**src/gopigo_macros.svh**
```systemverilog
// ---------------------------------------------------------------------------
// widths, SPI clock divider, robot address and command codes of the link
// ---------------------------------------------------------------------------

`ifndef GOPIGO_MACROS_SVH
`define GOPIGO_MACROS_SVH

// one byte on the wire
`define GOPIGO_BYTE_W 8
// motor speed, degrees per second
`define GOPIGO_DPS_W 16
// r g b, one byte each
`define GOPIGO_RGB_W 24

// clock cycles per SCLK half period
`define GOPIGO_SCLK_HALF 2

// address byte the robot board answers to
`define GOPIGO_ADDR 8'h08

// command byte, one per transmitted field
`define GOPIGO_CMD_DPS_LEFT 8'h0E
`define GOPIGO_CMD_DPS_RGHT 8'h0F
`define GOPIGO_CMD_EYE_LEFT 8'h10
`define GOPIGO_CMD_EYE_RGHT 8'h11
`define GOPIGO_CMD_BLINK_LEFT 8'h12
`define GOPIGO_CMD_BLINK_RGHT 8'h13

`endif
```
**src/gopigo_pkg.sv**
```systemverilog
// ---------------------------------------------------------------------------
// shared types: bytes, speeds, colors, field index and FSM encodings
// ---------------------------------------------------------------------------

`include "gopigo_macros.svh"

package gopigo_pkg;

  // one SPI byte
  typedef logic [`GOPIGO_BYTE_W-1:0] byte_t;
  // speed setpoint, 16'h8000 is the most negative value
  typedef logic [`GOPIGO_DPS_W-1:0] dps_t;
  // r in [23:16], g in [15:8], b in [7:0]
  typedef logic [`GOPIGO_RGB_W-1:0] rgb_t;
  // which of the six sent fields
  typedef logic [2:0] field_t;

  // field order, lowest index goes out first
  localparam field_t FLD_DPS_LEFT   = 3'd0;
  localparam field_t FLD_DPS_RGHT   = 3'd1;
  localparam field_t FLD_EYE_LEFT   = 3'd2;
  localparam field_t FLD_EYE_RGHT   = 3'd3;
  localparam field_t FLD_BLINK_LEFT = 3'd4;
  localparam field_t FLD_BLINK_RGHT = 3'd5;

  // selector slots, the first three are no-ops
  typedef enum logic [3:0] {
    PWM_LEFT,
    PWM_RGHT,
    DPS_LIMIT,
    DPS_LEFT,
    DPS_RGHT,
    EYE_LEFT,
    EYE_RGHT,
    BLINK_LEFT,
    BLINK_RGHT
  } sel_t;

  // frame sequencer
  typedef enum logic [1:0] {
    SEQ_IDLE,
    SEQ_LOAD,
    SEQ_SEND,
    SEQ_GAP
  } seq_state_t;

  // byte shifter, LOW and HIGH follow the SCLK level
  typedef enum logic [1:0] {
    SPI_IDLE,
    SPI_LOW,
    SPI_HIGH
  } spi_state_t;

endpackage

```
**src/spi_byte_if.sv**
```systemverilog
// ---------------------------------------------------------------------------
// byte request and reply, sequencer to SPI master
// ---------------------------------------------------------------------------

`timescale 1ns/1ps

interface spi_byte_if import gopigo_pkg::*; ();

  // request side, req is a one cycle pulse
  logic  req;
  byte_t tx_byte;
  // release slave select after this byte
  logic  last;

  // reply side
  logic  busy;
  byte_t rx_byte;
  // pulses with rx_byte at the end of every byte
  logic  rx_done;

  modport ctrl (
    output req, tx_byte, last,
    input  busy, rx_byte, rx_done
  );

  modport phy (
    input  req, tx_byte, last,
    output busy, rx_byte, rx_done
  );

endinterface

```
**src/robot_cmd_if.sv**
```systemverilog
// ---------------------------------------------------------------------------
// setpoint values and update strobe, stepper to sequencer
// ---------------------------------------------------------------------------

`timescale 1ns/1ps

interface robot_cmd_if import gopigo_pkg::*; ();

  // current setpoints
  dps_t   dps_left;
  dps_t   dps_rght;
  rgb_t   eye_left;
  rgb_t   eye_rght;
  rgb_t   blink_left;
  rgb_t   blink_rght;
  // one cycle pulse, the value is already new when it is high
  logic   upd;
  field_t upd_field;

  modport stepper (
    output dps_left, dps_rght, eye_left, eye_rght, blink_left, blink_rght,
    output upd, upd_field
  );

  modport seq (
    input dps_left, dps_rght, eye_left, eye_rght, blink_left, blink_rght,
    input upd, upd_field
  );

endinterface

```
**src/btntest_spi_top.sv**
```systemverilog
// ---------------------------------------------------------------------------
// button driven SPI link test, stepper, sequencer and byte master
// ---------------------------------------------------------------------------

`timescale 1ns/1ps

module btntest_spi_top import gopigo_pkg::*; (
  input  logic  rst,
  input  logic  clk,
  input  logic  btn_i,
  input  logic  miso_i,
  output logic  sclk_o,
  output logic  mosi_o,
  output logic  spi_ss_n_o,
  output logic  rpi_running_o,
  output byte_t spi_rx_o,
  output logic  rx_valid_o
);

  robot_cmd_if u_cmd_if ();
  spi_byte_if  u_spi_if ();

  // button to setpoints
  btn_setpoint_stepper u_stepper (
    .rst   (rst),
    .clk   (clk),
    .btn_i (btn_i),
    .cmd   (u_cmd_if.stepper)
  );

  // setpoints to byte requests
  spi_cmd_sequencer u_seq (
    .rst           (rst),
    .clk           (clk),
    .cmd           (u_cmd_if.seq),
    .spi           (u_spi_if.ctrl),
    .rpi_running_o (rpi_running_o)
  );

  // bytes to SPI pins
  spi_byte_master u_master (
    .rst        (rst),
    .clk        (clk),
    .spi        (u_spi_if.phy),
    .sclk_o     (sclk_o),
    .mosi_o     (mosi_o),
    .miso_i     (miso_i),
    .spi_ss_n_o (spi_ss_n_o)
  );

  // last reply byte of each transfer
  assign spi_rx_o   = u_spi_if.rx_byte;
  assign rx_valid_o = u_spi_if.rx_done;

endmodule

```
**src/spi_byte_master.sv**
```systemverilog
// ---------------------------------------------------------------------------
// mode 0 SPI byte shifter, msb first, with slave select and reply capture
// ---------------------------------------------------------------------------

`timescale 1ns/1ps

`include "gopigo_macros.svh"

module spi_byte_master import gopigo_pkg::*; (
  input  logic rst,
  input  logic clk,
  spi_byte_if.phy spi,
  output logic sclk_o,
  output logic mosi_o,
  input  logic miso_i,
  output logic spi_ss_n_o
);

  localparam int DIV_W = $clog2(`GOPIGO_SCLK_HALF) + 1;
  localparam int BIT_W = $clog2(`GOPIGO_BYTE_W);

  spi_state_t       state_q;
  logic [DIV_W-1:0] div_q;
  logic [BIT_W-1:0] bit_q;
  byte_t            sh_q;
  byte_t            rx_q;
  logic             sclk_q;
  logic             ss_n_q;
  logic             last_q;
  logic             half_end;
  logic             rise;
  logic             byte_end;

  assign half_end = (div_q == DIV_W'(`GOPIGO_SCLK_HALF - 1));
  // sclk about to go high, miso is sampled here
  assign rise     = (state_q == SPI_LOW) && half_end;
  // falling edge of the eighth bit
  assign byte_end = (state_q == SPI_HIGH) && half_end &&
                    (bit_q == BIT_W'(`GOPIGO_BYTE_W - 1));

  assign spi.busy = (state_q != SPI_IDLE);

  always_ff @(posedge rst or posedge clk) begin
    if (clk) begin
      state_q     <= SPI_IDLE;
      div_q       <= '0;
      bit_q       <= '0;
      sh_q        <= '0;
      sclk_q      <= 1'b0;
      ss_n_q      <= 1'b1;
      last_q      <= 1'b0;
      spi.rx_done <= 1'b0;
    end else begin
      spi.rx_done <= byte_end;
      case (state_q)
        SPI_IDLE: begin
          if (spi.req) begin
            sh_q    <= spi.tx_byte;
            last_q  <= spi.last;
            ss_n_q  <= 1'b0;
            div_q   <= '0;
            bit_q   <= '0;
            state_q <= SPI_LOW;
          end else if (spi.rx_done && last_q) begin
            // release one cycle after the reply strobe
            ss_n_q <= 1'b1;
          end
        end
        SPI_LOW: begin
          if (half_end) begin
            sclk_q  <= 1'b1;
            div_q   <= '0;
            state_q <= SPI_HIGH;
          end else begin
            div_q <= div_q + 1'b1;
          end
        end
        SPI_HIGH: begin
          if (half_end) begin
            sclk_q <= 1'b0;
            div_q  <= '0;
            if (byte_end) begin
              state_q <= SPI_IDLE;
            end else begin
              // next bit goes on mosi with the falling edge
              bit_q   <= bit_q + 1'b1;
              sh_q    <= {sh_q[`GOPIGO_BYTE_W-2:0], 1'b0};
              state_q <= SPI_LOW;
            end
          end else begin
            div_q <= div_q + 1'b1;
          end
        end
        default: state_q <= SPI_IDLE;
      endcase
    end
  end

  // reply shift and hold
  always_ff @(posedge rst) begin
    if (rise)
      rx_q <= {rx_q[`GOPIGO_BYTE_W-2:0], miso_i};
    if (byte_end)
      spi.rx_byte <= rx_q;
  end

  assign sclk_o     = sclk_q;
  assign mosi_o     = sh_q[`GOPIGO_BYTE_W-1];
  assign spi_ss_n_o = ss_n_q;

endmodule

```
**src/spi_cmd_sequencer.sv**
```systemverilog
// ---------------------------------------------------------------------------
// pending field queue, frame assembly and byte by byte frame issue
// ---------------------------------------------------------------------------

`timescale 1ns/1ps

`include "gopigo_macros.svh"

module spi_cmd_sequencer import gopigo_pkg::*; (
  input  logic rst,
  input  logic clk,
  robot_cmd_if.seq cmd,
  spi_byte_if.ctrl spi,
  output logic rpi_running_o
);

  localparam int NFLD    = 6;
  // address, command and up to three data bytes
  localparam int FRAME_W = 5 * `GOPIGO_BYTE_W;
  localparam int GAP_CYC = 2 * `GOPIGO_SCLK_HALF;
  localparam int GAP_W   = $clog2(GAP_CYC) + 1;

  seq_state_t             state_q;
  logic [NFLD-1:0]        pend_q;
  field_t                 fld_q;
  field_t                 pick_fld;
  logic [2:0]             left_q;
  logic [GAP_W-1:0]       gap_q;
  logic                   inflight_q;
  logic                   rpi_q;
  logic [FRAME_W-1:0]     frame_q;
  logic                   load;
  logic                   issue;
  logic                   byte_done;

  // lowest pending index wins
  always_comb begin
    pick_fld = FLD_DPS_LEFT;
    for (int i = NFLD - 1; i >= 0; i--) begin
      if (pend_q[i])
        pick_fld = field_t'(i);
    end
  end

  assign load      = (state_q == SEQ_LOAD);
  // next byte goes out once the previous one is fully done
  assign issue     = (state_q == SEQ_SEND) && !inflight_q && !spi.busy;
  assign byte_done = (state_q == SEQ_SEND) && inflight_q && spi.rx_done;

  always_ff @(posedge rst or posedge clk) begin
    if (clk) begin
      state_q    <= SEQ_IDLE;
      pend_q     <= '0;
      fld_q      <= FLD_DPS_LEFT;
      left_q     <= '0;
      gap_q      <= '0;
      inflight_q <= 1'b0;
      rpi_q      <= 1'b0;
      spi.req    <= 1'b0;
      spi.last   <= 1'b0;
    end else begin
      rpi_q   <= 1'b1;
      spi.req <= 1'b0;
      // repeated updates fold into one bit
      if (cmd.upd)
        pend_q[cmd.upd_field] <= 1'b1;
      case (state_q)
        SEQ_IDLE: begin
          if (|pend_q) begin
            fld_q   <= pick_fld;
            state_q <= SEQ_LOAD;
          end
        end
        SEQ_LOAD: begin
          // the snapshot already holds an update seen on this edge,
          // so the clear overrides the set
          pend_q[fld_q] <= 1'b0;
          if (fld_q == FLD_DPS_LEFT || fld_q == FLD_DPS_RGHT)
            left_q <= 3'd4;
          else
            left_q <= 3'd5;
          state_q <= SEQ_SEND;
        end
        SEQ_SEND: begin
          if (issue) begin
            spi.req    <= 1'b1;
            spi.last   <= (left_q == 3'd1);
            inflight_q <= 1'b1;
          end else if (byte_done) begin
            inflight_q <= 1'b0;
            left_q     <= left_q - 3'd1;
            if (spi.last) begin
              gap_q   <= '0;
              state_q <= SEQ_GAP;
            end
          end
        end
        SEQ_GAP: begin
          // ss_n stays high here
          if (gap_q == GAP_W'(GAP_CYC - 1))
            state_q <= SEQ_IDLE;
          else
            gap_q <= gap_q + 1'b1;
        end
        default: state_q <= SEQ_IDLE;
      endcase
    end
  end

  // frame shift register, msb byte is the next one out
  always_ff @(posedge rst) begin
    if (load) begin
      case (fld_q)
        FLD_DPS_LEFT:
          frame_q <= {`GOPIGO_ADDR, `GOPIGO_CMD_DPS_LEFT, cmd.dps_left, byte_t'(0)};
        FLD_DPS_RGHT:
          frame_q <= {`GOPIGO_ADDR, `GOPIGO_CMD_DPS_RGHT, cmd.dps_rght, byte_t'(0)};
        FLD_EYE_LEFT:
          frame_q <= {`GOPIGO_ADDR, `GOPIGO_CMD_EYE_LEFT, cmd.eye_left};
        FLD_EYE_RGHT:
          frame_q <= {`GOPIGO_ADDR, `GOPIGO_CMD_EYE_RGHT, cmd.eye_rght};
        FLD_BLINK_LEFT:
          frame_q <= {`GOPIGO_ADDR, `GOPIGO_CMD_BLINK_LEFT, cmd.blink_left};
        FLD_BLINK_RGHT:
          frame_q <= {`GOPIGO_ADDR, `GOPIGO_CMD_BLINK_RGHT, cmd.blink_rght};
        default:
          frame_q <= '0;
      endcase
    end else if (byte_done) begin
      frame_q <= frame_q << `GOPIGO_BYTE_W;
    end
    if (issue)
      spi.tx_byte <= frame_q[FRAME_W-1 -: `GOPIGO_BYTE_W];
  end

  // tells the robot board the fpga side is alive
  assign rpi_running_o = rpi_q;

endmodule

```
**src/btn_setpoint_stepper.sv**
```systemverilog
// ---------------------------------------------------------------------------
// button sync and edge detect, setpoint selector and per-field step rules
// ---------------------------------------------------------------------------

`timescale 1ns/1ps

module btn_setpoint_stepper import gopigo_pkg::*; (
  input  logic rst,
  input  logic clk,
  input  logic btn_i,
  robot_cmd_if.stepper cmd
);

  // two sync stages, then the previous level for the edge
  logic btn_s1_q;
  logic btn_s2_q;
  logic btn_d_q;
  logic btn_rise;
  sel_t sel_q;

  always_ff @(posedge rst or posedge clk) begin
    if (clk) begin
      btn_s1_q <= 1'b0;
      btn_s2_q <= 1'b0;
      btn_d_q  <= 1'b0;
    end else begin
      btn_s1_q <= btn_i;
      btn_s2_q <= btn_s1_q;
      btn_d_q  <= btn_s2_q;
    end
  end

  assign btn_rise = btn_s2_q & ~btn_d_q;

  // selector, starts on the left speed
  always_ff @(posedge rst or posedge clk) begin
    if (clk) begin
      sel_q <= DPS_LEFT;
    end else if (btn_rise) begin
      if (sel_q == BLINK_RGHT)
        sel_q <= PWM_LEFT;
      else
        sel_q <= sel_t'(sel_q + 4'd1);
    end
  end

  always_ff @(posedge rst or posedge clk) begin
    if (clk) begin
      cmd.dps_left   <= '0;
      cmd.dps_rght   <= '0;
      cmd.eye_left   <= '0;
      cmd.eye_rght   <= '0;
      cmd.blink_left <= '0;
      cmd.blink_rght <= '0;
      cmd.upd        <= 1'b0;
      cmd.upd_field  <= FLD_DPS_LEFT;
    end else begin
      cmd.upd <= 1'b0;
      if (btn_rise) begin
        case (sel_q)
          // pwm and dps limit slots are kept but send nothing
          PWM_LEFT, PWM_RGHT, DPS_LIMIT: cmd.upd <= 1'b0;
          DPS_LEFT: begin
            if (cmd.dps_left >= dps_t'(900))
              cmd.dps_left <= '0;
            else
              cmd.dps_left <= cmd.dps_left + dps_t'(32);
            cmd.upd       <= 1'b1;
            cmd.upd_field <= FLD_DPS_LEFT;
          end
          DPS_RGHT: begin
            // 16'h8000 is above 900 so it stays there
            if (cmd.dps_rght >= dps_t'(900))
              cmd.dps_rght <= 16'h8000;
            else
              cmd.dps_rght <= cmd.dps_rght + dps_t'(400);
            cmd.upd       <= 1'b1;
            cmd.upd_field <= FLD_DPS_RGHT;
          end
          EYE_LEFT: begin
            // blue only
            if (cmd.eye_left[7:0] >= 8'd64)
              cmd.eye_left <= '0;
            else
              cmd.eye_left[7:0] <= cmd.eye_left[7:0] + 8'd32;
            cmd.upd       <= 1'b1;
            cmd.upd_field <= FLD_EYE_LEFT;
          end
          EYE_RGHT: begin
            // green only
            if (cmd.eye_rght[15:8] >= 8'd64)
              cmd.eye_rght <= '0;
            else
              cmd.eye_rght[15:8] <= cmd.eye_rght[15:8] + 8'd32;
            cmd.upd       <= 1'b1;
            cmd.upd_field <= FLD_EYE_RGHT;
          end
          BLINK_LEFT: begin
            // red only
            if (cmd.blink_left[23:16] >= 8'd128)
              cmd.blink_left <= '0;
            else
              cmd.blink_left[23:16] <= cmd.blink_left[23:16] + 8'd32;
            cmd.upd       <= 1'b1;
            cmd.upd_field <= FLD_BLINK_LEFT;
          end
          BLINK_RGHT: begin
            // all three channels step together, blue decides the clear
            if (cmd.blink_rght[7:0] >= 8'd128) begin
              cmd.blink_rght <= '0;
            end else begin
              cmd.blink_rght[7:0]   <= cmd.blink_rght[7:0] + 8'd32;
              cmd.blink_rght[15:8]  <= cmd.blink_rght[15:8] + 8'd32;
              cmd.blink_rght[23:16] <= cmd.blink_rght[23:16] + 8'd32;
            end
            cmd.upd       <= 1'b1;
            cmd.upd_field <= FLD_BLINK_RGHT;
          end
        endcase
      end
    end
  end

endmodule

```
**config.mk**
```make
export PLATFORM = sky130hd
export DESIGN_NAME = btntest_spi_top
export DESIGN_NICKNAME = d
export VERILOG_FILES = /design/src/gopigo_pkg.sv /design/src/spi_byte_if.sv /design/src/robot_cmd_if.sv /design/src/btntest_spi_top.sv /design/src/spi_byte_master.sv /design/src/spi_cmd_sequencer.sv /design/src/btn_setpoint_stepper.sv
export VERILOG_INCLUDE_DIRS = /design/src
export SDC_FILE = /design/constraint.sdc
export NUM_CORES = 1
export LEC_CHECK = 0
export BUFFER_PORTS_ARGS = -buffer_cell sky130_fd_sc_hd__buf_2
export CAP_MARGIN = 10
export CORE_ASPECT_RATIO = 1.4
export CORE_MARGIN = 3
export CORE_UTILIZATION = 56
export CTS_BUF_LIST = sky130_fd_sc_hd__clkbuf_16
export DETAILED_ROUTE_END_ITERATION = 8
export PLACE_DENSITY = 0.78
export SLEW_MARGIN = 40
export SYNTH_ARGS = -nofsm -noshare
export SYNTH_HDL_FRONTEND = slang
export SYNTH_SLANG_ARGS = --single-unit
```
**constraint.sdc**
```tcl
create_clock -name rst -period 2.95 [get_ports rst]
set_clock_uncertainty 0.15 [all_clocks]
set_input_delay 0.59 -clock rst [delete_from_list [all_inputs] [get_ports rst]]
set_output_delay 0.59 -clock rst [all_outputs]
set_load 0.05 [all_outputs]
```
Word-level counts from Yosys, hierarchy flattened
Index checks and enable logic that the tools add are counted.
- word-level logic and storage cells: 204
- output and inout port bits: 13
- flip-flop bits (word level): 195
- input port bits: 4
- mux-type cells: 65
- magnitude comparators: 10
- bitwise gates (word level): 5
- reduce and logical (&&, ||, !) cells: 48
- $add $sub $neg: 13
- equality and inequality tests: 30
- operators by type and width (kind ; number):
    $pmux W36 S6 ; 1
    $mux W40 ; 2
    $add A8 B6 Y8 const B ; 6
    $mux W8 ; 6
    $mux W3 ; 15
    $ge A16 B10 Y1 const B ; 2
    $mux W16 ; 2
    $reduce_and A2 Y1 ; 13
    $mux W24 ; 1
    $mux W2 ; 10
    $pmux W3 S2 ; 3
    $pmux W3 S6 ; 1
    $reduce_bool A2 Y1 ; 9
    $add A16 B6 Y16 const B ; 1
    $add A16 B9 Y16 const B ; 1
    $eq A4 B3 Y1 const B ; 4
    $ge A8 B7 Y1 const B ; 2
    $ge A8 B8 Y1 const B ; 2
    $pmux W8 S2 ; 1
    $mux W1 ; 14
    $mux W6 ; 2
    $ne A2 B1 Y1 const B ; 6
    $reduce_or A6 Y1 ; 2
    $logic_and A1 B1 Y1 ; 10
    other kinds (34) ; 55

Longest topological paths before layout
Gate-level depths: netlist of run 1.
- depth in word-level cells: 8
- depth in mapped cells: 8
- gate-level depth less buffers: 6

By module
From an unflattened synthesis of run 1, not the netlist that was laid out.
- cell total of the unflattened synthesis: 796
- area total of the unflattened synthesis: 8808.4 um^2
- by module, submodules not included (module ; seq. area each (um^2) ; times used ; area an instance (um^2) ; cells each):
    spi_cmd_sequencer ; 1966.9 ; 1 ; 4008.8 ; 363
    btn_setpoint_stepper ; 1303.8 ; 1 ; 3301.9 ; 340
    spi_byte_master ; 957.2 ; 1 ; 1497.7 ; 93

Least setup slack after synthesis of run 1
No wires, ideal clock.
- path kind: reg2reg
- from: register u_seq.state_q[0]
- to: register u_seq.frame_q[11], enable pin
- clock period less this slack: 2.378 ns
- library setup time: 0.395 ns
- required time: 2.405 ns
- arrival time: 1.833 ns
- stages on the path, launching flop included: 6
- setup slack: 0.572 ns
- path through: dfrtp_1 -> inv_1 -> ha_1 -> clkbuf_1 -> nand3_1 -> nand2b_1
- longest elaborated chain between the ends: 4
- elaborated cells on any way between the ends: 5
- those cells by class: eq/ne: 2; reduce/logical: 3
- ends and longest elaborated chain (what ; RTL line ; text):
    start: declaration ; spi_cmd_sequencer.sv:23 ; seq_state_t state_q;
    start signal: assignment ; spi_cmd_sequencer.sv:52 ; state_q <= SEQ_IDLE;
    start signal: assignment ; spi_cmd_sequencer.sv:71 ; state_q <= SEQ_LOAD;
    start signal: assignment ; spi_cmd_sequencer.sv:82 ; state_q <= SEQ_SEND;
    $eq A2 B2 Y1 ; spi_cmd_sequencer.sv:48 ; assign byte_done = (state_q == SEQ_SEND) && inflight_q && spi.rx_done;
    $logic_and A1 B1 Y1 (2 in series) ; spi_cmd_sequencer.sv:48 ;
    $reduce_bool A2 Y1 (no line) * ; - ;
    end signal: assignment ; spi_cmd_sequencer.sv:115 ; frame_q <= {`GOPIGO_ADDR, `GOPIGO_CMD_DPS_LEFT, cmd.dps_left, byte_t'(0)};
    end signal: assignment ; spi_cmd_sequencer.sv:117 ; frame_q <= {`GOPIGO_ADDR, `GOPIGO_CMD_DPS_RGHT, cmd.dps_rght, byte_t'(0)};
    end signal: assignment ; spi_cmd_sequencer.sv:119 ; frame_q <= {`GOPIGO_ADDR, `GOPIGO_CMD_EYE_LEFT, cmd.eye_left};
    end: declaration ; spi_cmd_sequencer.sv:31 ; logic [FRAME_W-1:0] frame_q;
Every way passes the cells marked *; elsewhere a longest branch is shown, timed or not.
A chain may end at the register's enable or synchronous reset.

Final worst setup path of run 1
- from: register u_stepper.sel_q[0]
- to: register u_stepper.cmd.upd_field[0]
- longest elaborated chain between the ends: 3
- elaborated cells on any way between the ends: 9
- those cells by class: eq/ne: 6; mux: 1; reduce/logical: 2
- ends and longest elaborated chain (what ; RTL line ; text):
    start: declaration ; btn_setpoint_stepper.sv:19 ; sel_t sel_q;
    start signal: assignment ; btn_setpoint_stepper.sv:43 ; sel_q <= sel_t'(sel_q + 4'd1);
    $eq A4 B2 Y1 (tied with other cells) ; btn_setpoint_stepper.sv:60 ; case (sel_q)
    $reduce_bool A6 Y1 (no line) ; - ;
    $reduce_and A2 Y1 (no line) ; - ;
    end signal: assignment ; btn_setpoint_stepper.sv:56 ; cmd.upd_field <= FLD_DPS_LEFT;
    end signal: assignment ; btn_setpoint_stepper.sv:69 ; cmd.upd_field <= FLD_DPS_LEFT;
    end signal: assignment ; btn_setpoint_stepper.sv:78 ; cmd.upd_field <= FLD_DPS_RGHT;
    end: declaration ; robot_cmd_if.sv:22 ; output upd, upd_field
Several ways; a longest one is shown, not always the timed one.

==> results of run 1 <==
==> power groups by stage <==
stage	logic, uW	registers [uW]	clock network, uW
after floorplan	1540	3130	0
after global placement	1770	3260	0
after detailed placement	1890	3310	0
after CTS	1930	3270	2080
after global routing	2200	3340	2170
final	1920	3280	2050
==> synth_stat cells (4+ instances only) <==
library cell | count | area [um2]
a21oi_1 | 25 | 125
nor3_1 | 12 | 60.1
nand2b_1 | 18 | 113
a31oi_1 | 9 | 56.3
edfxtp_1 | 57 | 1710
dfrtp_1 | 89 | 2230
nand2_1 | 53 | 199
nor2_1 | 36 | 135
o31ai_1 | 5 | 37.5
mux2i_1 | 17 | 170
a41oi_1 | 7 | 61.3
o21ai_0 | 53 | 265
ha_1 | 29 | 363
xor2_1 | 5 | 43.8
nor2b_1 | 26 | 163
nand3_1 | 13 | 65.1
and2_1 | 4 | 25.0
o22ai_1 | 4 | 25.0
inv_1 | 37 | 139
clkbuf_1 | 15 | 56.3
mux2_2 | 9 | 101
a22oi_1 | 6 | 45.0
nand3b_1 | 5 | 37.5
a22o_1 | 12 | 105
and3_1 | 7 | 43.8
==> placed cells by master, fill, tap and decap left out, drive strengths merged, types with 5 or more instances in the layout <==
cell    instances
dfrtp          89
edfxtp         57
o21ai          54
nand2          53
nor2           38
inv            37
ha             29
nor2b          26
a21oi          25
buf            24
nand2b         18
mux2i          17
clkbuf         17
nand3          13
a22o           12
nor3           12
a31oi           9
mux2            9
clkinv          9
a41oi           8
and3            7
a22oi           6
nand3b          5
o31ai           5
xor2            5
==> layout make-up <==
type | count | share of cell area, %
Clock buffer | 17 | 5.53
Clock inverter | 14 | 1.77
Inverter | 37 | 1.85
Multi-Input combinational cell | 398 | 34.1
Sequential cell | 149 | 52.2
Tap cell | 147 | 2.39
Timing Repair Buffer | 24 | 2.15
==> sequential cells by signal, indices dropped and copies added (netlist names), 4 cells and up <==
| name | flops |
|---|---|
| u_master.rx_q | 8 |
| u_master.sh_q | 8 |
| u_master.spi.rx_byte | 8 |
| u_seq.frame_q | 33 |
| u_seq.pend_q | 6 |
| u_seq.spi.tx_byte | 8 |
| u_stepper.cmd.blink_rght | 9 |
| u_stepper.cmd.dps_left | 11 |
| u_stepper.cmd.dps_rght | 12 |
| u_stepper.sel_q | 4 |
==> final timing paths <==
| path | cells after the start | slack, ps | end |
|---|---|---|---|
| setup / recovery | 6 | 640 | u_stepper.cmd.upd_field[0]$_DFFE_PP0P_ |
| setup reg to reg | 6 | 640 | u_stepper.cmd.upd_field[0]$_DFFE_PP0P_ |
| hold reg to reg | 0 | 200 | u_stepper.btn_s2_q$_DFF_PP0_ |
| max in group asynchronous | 3 | 1840 | u_master.spi_ss_n_o$_DFFE_PP1P_ |
| hold / removal | 1 | 140 | u_stepper.btn_s1_q$_DFF_PP0_ |
| min in group asynchronous | 2 | 160 | u_stepper.cmd.eye_left[7]$_DFFE_PP0P_ |
==> routing by layer <==
layer | vias up | track usage (%) | wire, um
met1 | 2279 | 23.3 | 4980
li1 | 2209 | - | -
met5 | - | 0 | 0
met2 | 110 | 38.1 | 7260
met4 | 0 | 6.61 | 168
met3 | 15 | 4.84 | 470
==> per-stage QoR <==
stage          instance area, um2  hold WS [ps]  std cells  util [%]
2_1_floorplan                6880           181        605         -
3_3_place_gp                 7140           186        755      59.8
3_5_place_dp                 7140           190        755      59.8
4_1_cts                      7700           116        786      64.5
5_1_grt                      7700           115        786      64.5
6_report                     7700           135        786      64.5
==> cells by family (layout without fill, tap and decap cells) <==
| logic type | after synthesis | after routing | synth area share [%] |
|---|---|---|---|
| AOI/OAI and AO/OA | 138 | 138 | 12.6 |
| and+or+nand+nor | 193 | 193 | 14.4 |
| DFF | 149 | 149 | 58.5 |
| buffers and inverters | 58 | 92 | 3.33 |
| muxes | 29 | 29 | 4.93 |
| xor gates and xnor gates | 7 | 7 | 0.892 |
| adders and majority gates | 29 | 29 | 5.28 |
| other | 2 | 2 | 0.109 |
==> worst max-delay path, stage by stage (launching register included) <==
cell and delay (ps):
dfstp_2 570, inv_1 90, ha_1 240, a21oi_1 170, o21ai_0 140, o21ai_0 450
mux2_2 390
==> results.toml, run 1 <==
[die]
die_w_um = 99.6
die_area_mm2 = 0.0137
io_pins = 17
die_h_um = 137
initial_core_util_pct = 57.6
rows = 47
core_area_mm2 = 0.0119

[min_path]
hp-class = "in2reg"
worstHoldStart = "btn_i"

[synth]
synth_edf_count = 57
synth_cell_type_count = 58
seq_area_frac_synth_pct = 58.5
ys.flop_type = "dfrtp_1"
syn_area_mm2 = 0.00687
synthCells = 605
synth_warnings = 0
ys_ff_latch = 149
synthArstFlopShare_pct = 61.7
synth.avg_cell_area_um2 = 11.4
synth_nets = 638

[placement]
gp_congestion = 0.843
dp_slack_ps = 771
io_buffers = 16
hpwl_mm = 8.79

[finish]
ff_latch_area_mm2 = 0.00402
layout-drive-gt1-share_pct = 12.4
antennaDiodeCount = 0
fillCellCount = 894
final_nets = 660
syn2layout_area_growth_pct = 12.0
multi_input_area_mm2 = 0.00263

[global_route]
grt_overflow = 0
grt_pass1_wl_mm = 22.2
grt_antenna_before_repair = 0
grt_max_degree = 35
first_global_vias = 4660
track_usage_pct = 20.6

[power_and_ir_drop]
power_frac_seq_pct = 45.2
p_switching_uw = 2420
p_sw_share_pct = 33.4
vdd_drop_max_mv = 0.659
p_leak_uw = 0.00326
power_frac_comb_pct = 26.5
p_total_uw = 7250
p_int_uw = 4830
p_per_area_mw_per_mm2 = 942
clockPowerShare_pct = 28.2

[sta]
fin_crit_ps = 2310
relSlewSlack_pct = 50.0
post-route-period-util_pct = 78.3
tns_ps = 0
fin_ws_ps = 640
rsz0062_at_grt = "no"
final-setup-viol-count = 0
fmax_mhz = 433
tightest_slew_ps = 748
drv_slew = 0
hold_viol_final = 0

[clock_tree]
holdBufCountCts = 0
clkSinkCount = 149
htree_levels = 4
post_cts_resize_count = 0
cts_tree = "built"
cts_max_path_buffers = 2
path_clk_slew_ps = 60
post_cts_buffers = 0
clkLatencyLatePin_ps = 410
numCtsBuffers = 17
root_buffer = "clkbuf_16"

[outcome]
status = "complete, no violations"

[critical_path]
arrival_ps = 2450
r2r_start = "u_stepper.sel_q[0]$_DFFE_PP1P_"
path_max_fanout = 5
timing.critical_path.from = "u_stepper.sel_q[0]$_DFFE_PP1P_"
critPathLaunchType = "flip-flop"
path_class = "reg2reg"
worst_ep_required_time_ps = 3090
cp-end-kind = "flip-flop"

[route]
vias_per_cell = 5.87
drcViolationCount = 0
first_pass_iters = 5
drtIter0Drc = 291
wl_per_cell_um = 16.4
routed_wirelength_mm = 12.9
num_vias = 4613
antenna_left = 0

[job]
max_cap_viol_count = 0
No activity file was read; power rests on OpenSTA's default activity.
==> run 2, diff against run 1 <==
==> constraint.sdc (replaced) <==
create_clock -name rst -period 2 [get_ports rst]
set_clock_uncertainty 0.15 [all_clocks]
set_input_delay 0.4 -clock rst [delete_from_list [all_inputs] [get_ports rst]]
set_output_delay 0.4 -clock rst [all_outputs]
set_load 0.05 [all_outputs]
==> results.toml, run 2 (same netlist as run 1, synthesis figures left out) <==
[route]
first_pass_iters = 8
drtIter0Drc = 372
drcViolationCount = 0
wl_per_cell_um = 16.5
antenna_left = 0
num_vias = 4747
vias_per_cell = 5.86
routed_wirelength_mm = 13.4

[global_route]
grt_antenna_before_repair = 0
first_global_vias = 4889
grt_pass1_wl_mm = 22.5
grt_overflow = 0
grt_max_degree = 58
track_usage_pct = 20.9

[die]
rows = 47
core_area_mm2 = 0.0119
die_w_um = 99.6
initial_core_util_pct = 57.6
die_area_mm2 = 0.0137
io_pins = 17
die_h_um = 137

[finish]
antennaDiodeCount = 0
multi_input_area_mm2 = 0.00268
mostFrequentLayoutCell = "dfrtp_1"
final_nets = 683
fillCellCount = 869
top_regs = "u_seq.frame_q (33), u_stepper.cmd.dps_rght (12), u_stepper.cmd.dps_left (11)"
largest_reg_flops = 33
final_cells = 810
final_cell_mix = "89 x dfrtp_1, 57 x edfxtp_1, 53 x nand2_1, 52 x o21ai_0, 38 x inv_1"
layout-drive-gt1-share_pct = 16.0
syn2layout_area_growth_pct = 15.6
final_util_pct = 66.6
ff_latch_area_mm2 = 0.00402
regMostFlops = "u_seq.frame_q"

[placement]
hpwl_mm = 9.10
gp_congestion = 0.867
place_inst = 775
io_buffers = 16

[sta]
hold_viol_final = 0
fin_crit_ps = 1920
tns_ps = 0
relSlewSlack_pct = 66.4
post-route-period-util_pct = 96.1
final-setup-viol-count = 0
rsz0062_at_grt = "no"
tightest_slew_ps = 502
drv_slew = 0
fmax_mhz = 521

[power_and_ir_drop]
clockPowerShare_pct = 27.4
p_total_uw = 11000
p_switching_uw = 3640
power_frac_comb_pct = 29.2
vdd_drop_max_mv = 0.764
p_sw_share_pct = 33.1
p_per_area_mw_per_mm2 = 1380
p_leak_uw = 0.00338
power_frac_seq_pct = 43.4
p_int_uw = 7360

[critical_path]
r2r_cells = 7
cp_cell_sequence = "inv_1 -> ha_4 -> buf_4 -> and3_1 -> and2_1 -> a41oi_2 -> nor2_1"
critPathLaunchType = "flip-flop"
worst_ep_required_time_ps = 2150
path_depth = 7
cp.buffers_inverters = 2
arrival_ps = 2070
cp_slowest_cell = "dfstp_2"
crit_path_max_incr_delay_ps = 560
critPathTopFamily = "flip-flops"
cp-end-kind = "flip-flop"
path_max_fanout = 11
path_class = "reg2reg"

[outcome]
status = "complete, no violations"

[clock_tree]
cts_max_path_buffers = 2
clkSinkCount = 149
cts_tree = "built"
clkLatencyLatePin_ps = 410
htree_levels = 4
path_clk_slew_ps = 60
numCtsBuffers = 17
root_buffer = "clkbuf_16"

[job]
max_cap_viol_count = 0

[min_path]
hp-class = "reg2reg"
min_path_cells = 0
run 2: cell count changes in the layout (fill, tap and decap cells not counted), moves of 2 or more:
cell | previous run | this run
clkinv_2 | 7 | 2
ha_1 | 29 | 26
ha_2 | 0 | 2
inv_1 | 36 | 38
dlygate4sd3_1 | 0 | 3
clkinvlp_4 | 3 | 5
buf_4 | 6 | 25
run 2: power groups by stage:
stage / Combinational [uW] / Clock, uW / Sequential [uW]
floorplan: 2290 / 0 / 4600
global placement: 2950 / 0 / 4730
detailed placement: 3140 / 0 / 4790
CTS: 3180 / 3060 / 4750
global route: 3630 / 3180 / 4860
finish: 3210 / 3010 / 4770
run 2: worst register-to-register path, delay by kind of cell, from the launching register on:
kind	cells	cell delay (ps)
adders and majority gates	1	180
and+or+nand+nor	3	450
buffers and inverters	2	270
AOI/OAI and AO/OA	1	210
DFF	1	560
run 2: repair_timing:
action                                  CTS  global route
endpoints found under the hold margin    63             0
endpoints found under the setup margin    0            28
hold buffers                              3             0
setup buffers                             0             0
gates resized for setup                   0            10
run 2: metrics by stage:
stage | setup slack (ps) | cell area [um2] | hold WS, ps
after floorplan | 17.2 | 6880 | 181
after global placement | 69.3 | 7310 | 190
after detailed placement | 28.4 | 7310 | 190
after CTS | 20.8 | 7900 | 204
after global routing | 3.07 | 7950 | 204
final | 78.9 | 7950 | 202
run 2: final cells by class:
class	count	area share, %
Tap cell	147	2.31
Timing Repair Buffer	47	4.50
Clock buffer	17	5.35
Sequential cell	149	50.6
Clock inverter	15	1.78
Multi-Input combinational cell	398	33.7
Inverter	37	1.79
run 2: layer usage:
metal / vias up / share of wire, % / GRT usage [%]
li1: 2251 / - / -
met1: 2320 / 38 / 22.8
met2: 149 / 55 / 38.7
met3: 27 / 4.2 / 4.59
met4: 0 / 2.3 / 9.11
met5: - / 0 / 0
run 2: worst paths after layout:
path	start	to	slack [ps]
worst max-delay path	u_stepper.sel_q[1]$_DFFE_PP1P_	u_stepper.cmd.dps_rght[13]$_DFFE_PP0P_	80
min in group asynchronous	clk	u_seq.fld_q[0]$_DFFE_PP0P_	470
worst min-delay path	u_stepper.btn_s1_q$_DFF_PP0_	u_stepper.btn_s2_q$_DFF_PP0_	200
worst min register to register	u_stepper.btn_s1_q$_DFF_PP0_	u_stepper.btn_s2_q$_DFF_PP0_	200
worst max register to register	u_stepper.sel_q[1]$_DFFE_PP1P_	u_stepper.cmd.dps_rght[13]$_DFFE_PP0P_	80
max in group asynchronous	clk	u_master.spi_ss_n_o$_DFFE_PP1P_	800
==> run 3, diff against run 2 <==
--- a/config.mk
+++ b/config.mk
@@ -14,6 +14,7 @@
 export CTS_BUF_LIST = sky130_fd_sc_hd__clkbuf_16
 export DETAILED_ROUTE_END_ITERATION = 8
 export PLACE_DENSITY = 0.78
+export RECOVER_POWER = 50
 export SLEW_MARGIN = 40
 export SYNTH_ARGS = -nofsm -noshare
 export SYNTH_HDL_FRONTEND = slang
==> constraint.sdc (replaced) <==
create_clock -name rst -period 2 [get_ports rst]
set_clock_uncertainty 0.15 [all_clocks]
set_input_delay 0.3 -clock rst [delete_from_list [all_inputs] [get_ports rst]]
set_output_delay 0.3 -clock rst [all_outputs]
set_load 0.05 [all_outputs]
==> results.toml, run 3 (same netlist as run 1, synthesis figures left out) <==
[outcome]
status = "complete, no violations"

[global_route]
grt_overflow = 0
grt_antenna_before_repair = 0
grt_max_degree = 93
track_usage_pct = 21.1
grt_pass1_wl_mm = 22.5
first_global_vias = 4826

[placement]
placed_cell_area_mm2 = 0.00731
io_buffers = 16
hpwl_mm = 9.16
gp_congestion = 0.821

[finish]
layout-drive-gt1-share_pct = 14.9
ff_latch_area_mm2 = 0.00402
top_regs = "u_seq.frame_q (33), u_stepper.cmd.dps_rght (12), u_stepper.cmd.dps_left (11)"
largest_reg_flops = 33
syn2layout_area_growth_pct = 15.7
fillCellCount = 878
mostFrequentLayoutCell = "dfrtp_1"
regMostFlops = "u_seq.frame_q"
multi_input_area_mm2 = 0.00269
final_cell_mix = "89 x dfrtp_1, 57 x edfxtp_1, 53 x nand2_1, 52 x o21ai_0, 37 x inv_1"
antennaDiodeCount = 0
final_nets = 686
final_cell_area_mm2 = 0.00795

[critical_path]
arrival_ps = 2080
timing.critical_path.from = "u_seq.pend_q[3]$_DFF_PP0_"
r2r_cells = 4
worst_ep_required_time_ps = 2150
cp-end-kind = "flip-flop"
reg2reg_slack_ps = 70
path_max_fanout = 4
r2r_start = "u_seq.pend_q[3]$_DFF_PP0_"
r2r_end = "u_seq.state_q[1]$_DFFE_PP0P_"
critPathLaunchType = "flip-flop"
path_class = "reg2reg"
crit_end = "u_seq.state_q[1]$_DFFE_PP0P_"

[die]
die_h_um = 137
core_area_mm2 = 0.0119
initial_core_util_pct = 57.6
io_pins = 17
rows = 47
die_area_mm2 = 0.0137
die_w_um = 99.6

[power_and_ir_drop]
vdd_drop_max_mv = 0.732
p_per_area_mw_per_mm2 = 1380
p_leak_uw = 0.00336

[route]
antenna_left = 0
routed_wirelength_mm = 13.5
num_vias = 4727
first_pass_iters = 5
wl_per_cell_um = 16.6
drcViolationCount = 0
drtIter0Drc = 239
vias_per_cell = 5.81

[clock_tree]
cts_tree = "built"
cts_max_path_buffers = 2
numCtsBuffers = 17
clkSinkCount = 149
root_buffer = "clkbuf_16"
clkLatencyLatePin_ps = 410
path_clk_slew_ps = 60
htree_levels = 4

[sta]
relSlewSlack_pct = 22.1
drv_slew = 0
fin_crit_ps = 1930
fmax_mhz = 517
post-route-period-util_pct = 96.7
hold_viol_final = 0
tightest_slew_ps = 1170
final-setup-viol-count = 0
holdWs_ps = 200

[min_path]
hp-class = "reg2reg"

[job]
max_cap_viol_count = 0
## run 3: cell count changes in the layout (fill, tap and decap cells not counted), moves of 2 or more
cell	delta
buf_2	-12
buf_4	+2
clkinv_2	+3
clkbuf_1	+13
## run 3: how the worst min path moves through the flow
stage	from	end	slack [ps]	cells past startpoint
floorplan	u_stepper.btn_s1_q$_DFF_PP0_	u_stepper.btn_s2_q$_DFF_PP0_	180	0
global placement	u_stepper.btn_s1_q$_DFF_PP0_	u_stepper.btn_s2_q$_DFF_PP0_	180	0
detailed placement	u_stepper.btn_s1_q$_DFF_PP0_	u_stepper.btn_s2_q$_DFF_PP0_	190	0
CTS	u_stepper.btn_s1_q$_DFF_PP0_	u_stepper.btn_s2_q$_DFF_PP0_	200	0
global route	u_stepper.btn_s1_q$_DFF_PP0_	u_stepper.btn_s2_q$_DFF_PP0_	200	0
finish	u_stepper.btn_s1_q$_DFF_PP0_	u_stepper.btn_s2_q$_DFF_PP0_	200	0
## run 3: where the power goes
group | switching (uW) | internal [uW] | leakage (uW)
sequential | 619 | 4140 | 0.00172
clock | 1230 | 1770 | 0.000276
combinational | 1810 | 1410 | 0.00136
total | 3660 | 7320 | 0.00336
## run 3: layout make-up
class / instances / area share, %
Multi-Input combinational cell: 398 / 33.8
Timing Repair Buffer: 50 / 4.44
Inverter: 37 / 1.79
Sequential cell: 149 / 50.5
Clock inverter: 14 / 1.40
Clock buffer: 18 / 5.67
Tap cell: 147 / 2.31
## run 3: repair_timing
action                                 CTS  global route
pin swaps                                0             1
setup buffers                            0             2
endpoints found under the hold margin   91             0
setup endpoints to repair                3            26
gates resized for setup                  3             9
hold buffers                             3             0
## run 3: routing by layer
| metal | routed length (um) | track usage (%) |
|---|---|---|
| met2 | 7310 | 37.7 |
| met4 | 374 | 10.6 |
| met1 | 5360 | 24.0 |
| met3 | 423 | 3.82 |
| met5 | 0 | 0 |
## run 3: through the flow
step                total power, uW  util [%]  instances  setup WS (ps)  setup TNS [ps]
floorplan                      6890         -        605           17.2               0
global placement               7720      61.3        776           64.7               0
detailed placement             7960      61.3        776          -25.3           -39.6
CTS                           11000      66.3        811           23.2               0
global route                  11700      66.6        813        -0.0859         -0.0859
finish                        11000      66.6        813           66.9               0
## run 3: critical path: stages, from the launching register on
cell	delay, ps
dfrtp_1	410
or4_1	590
nor3_2	120
a221o_1	200
mux2_2	340
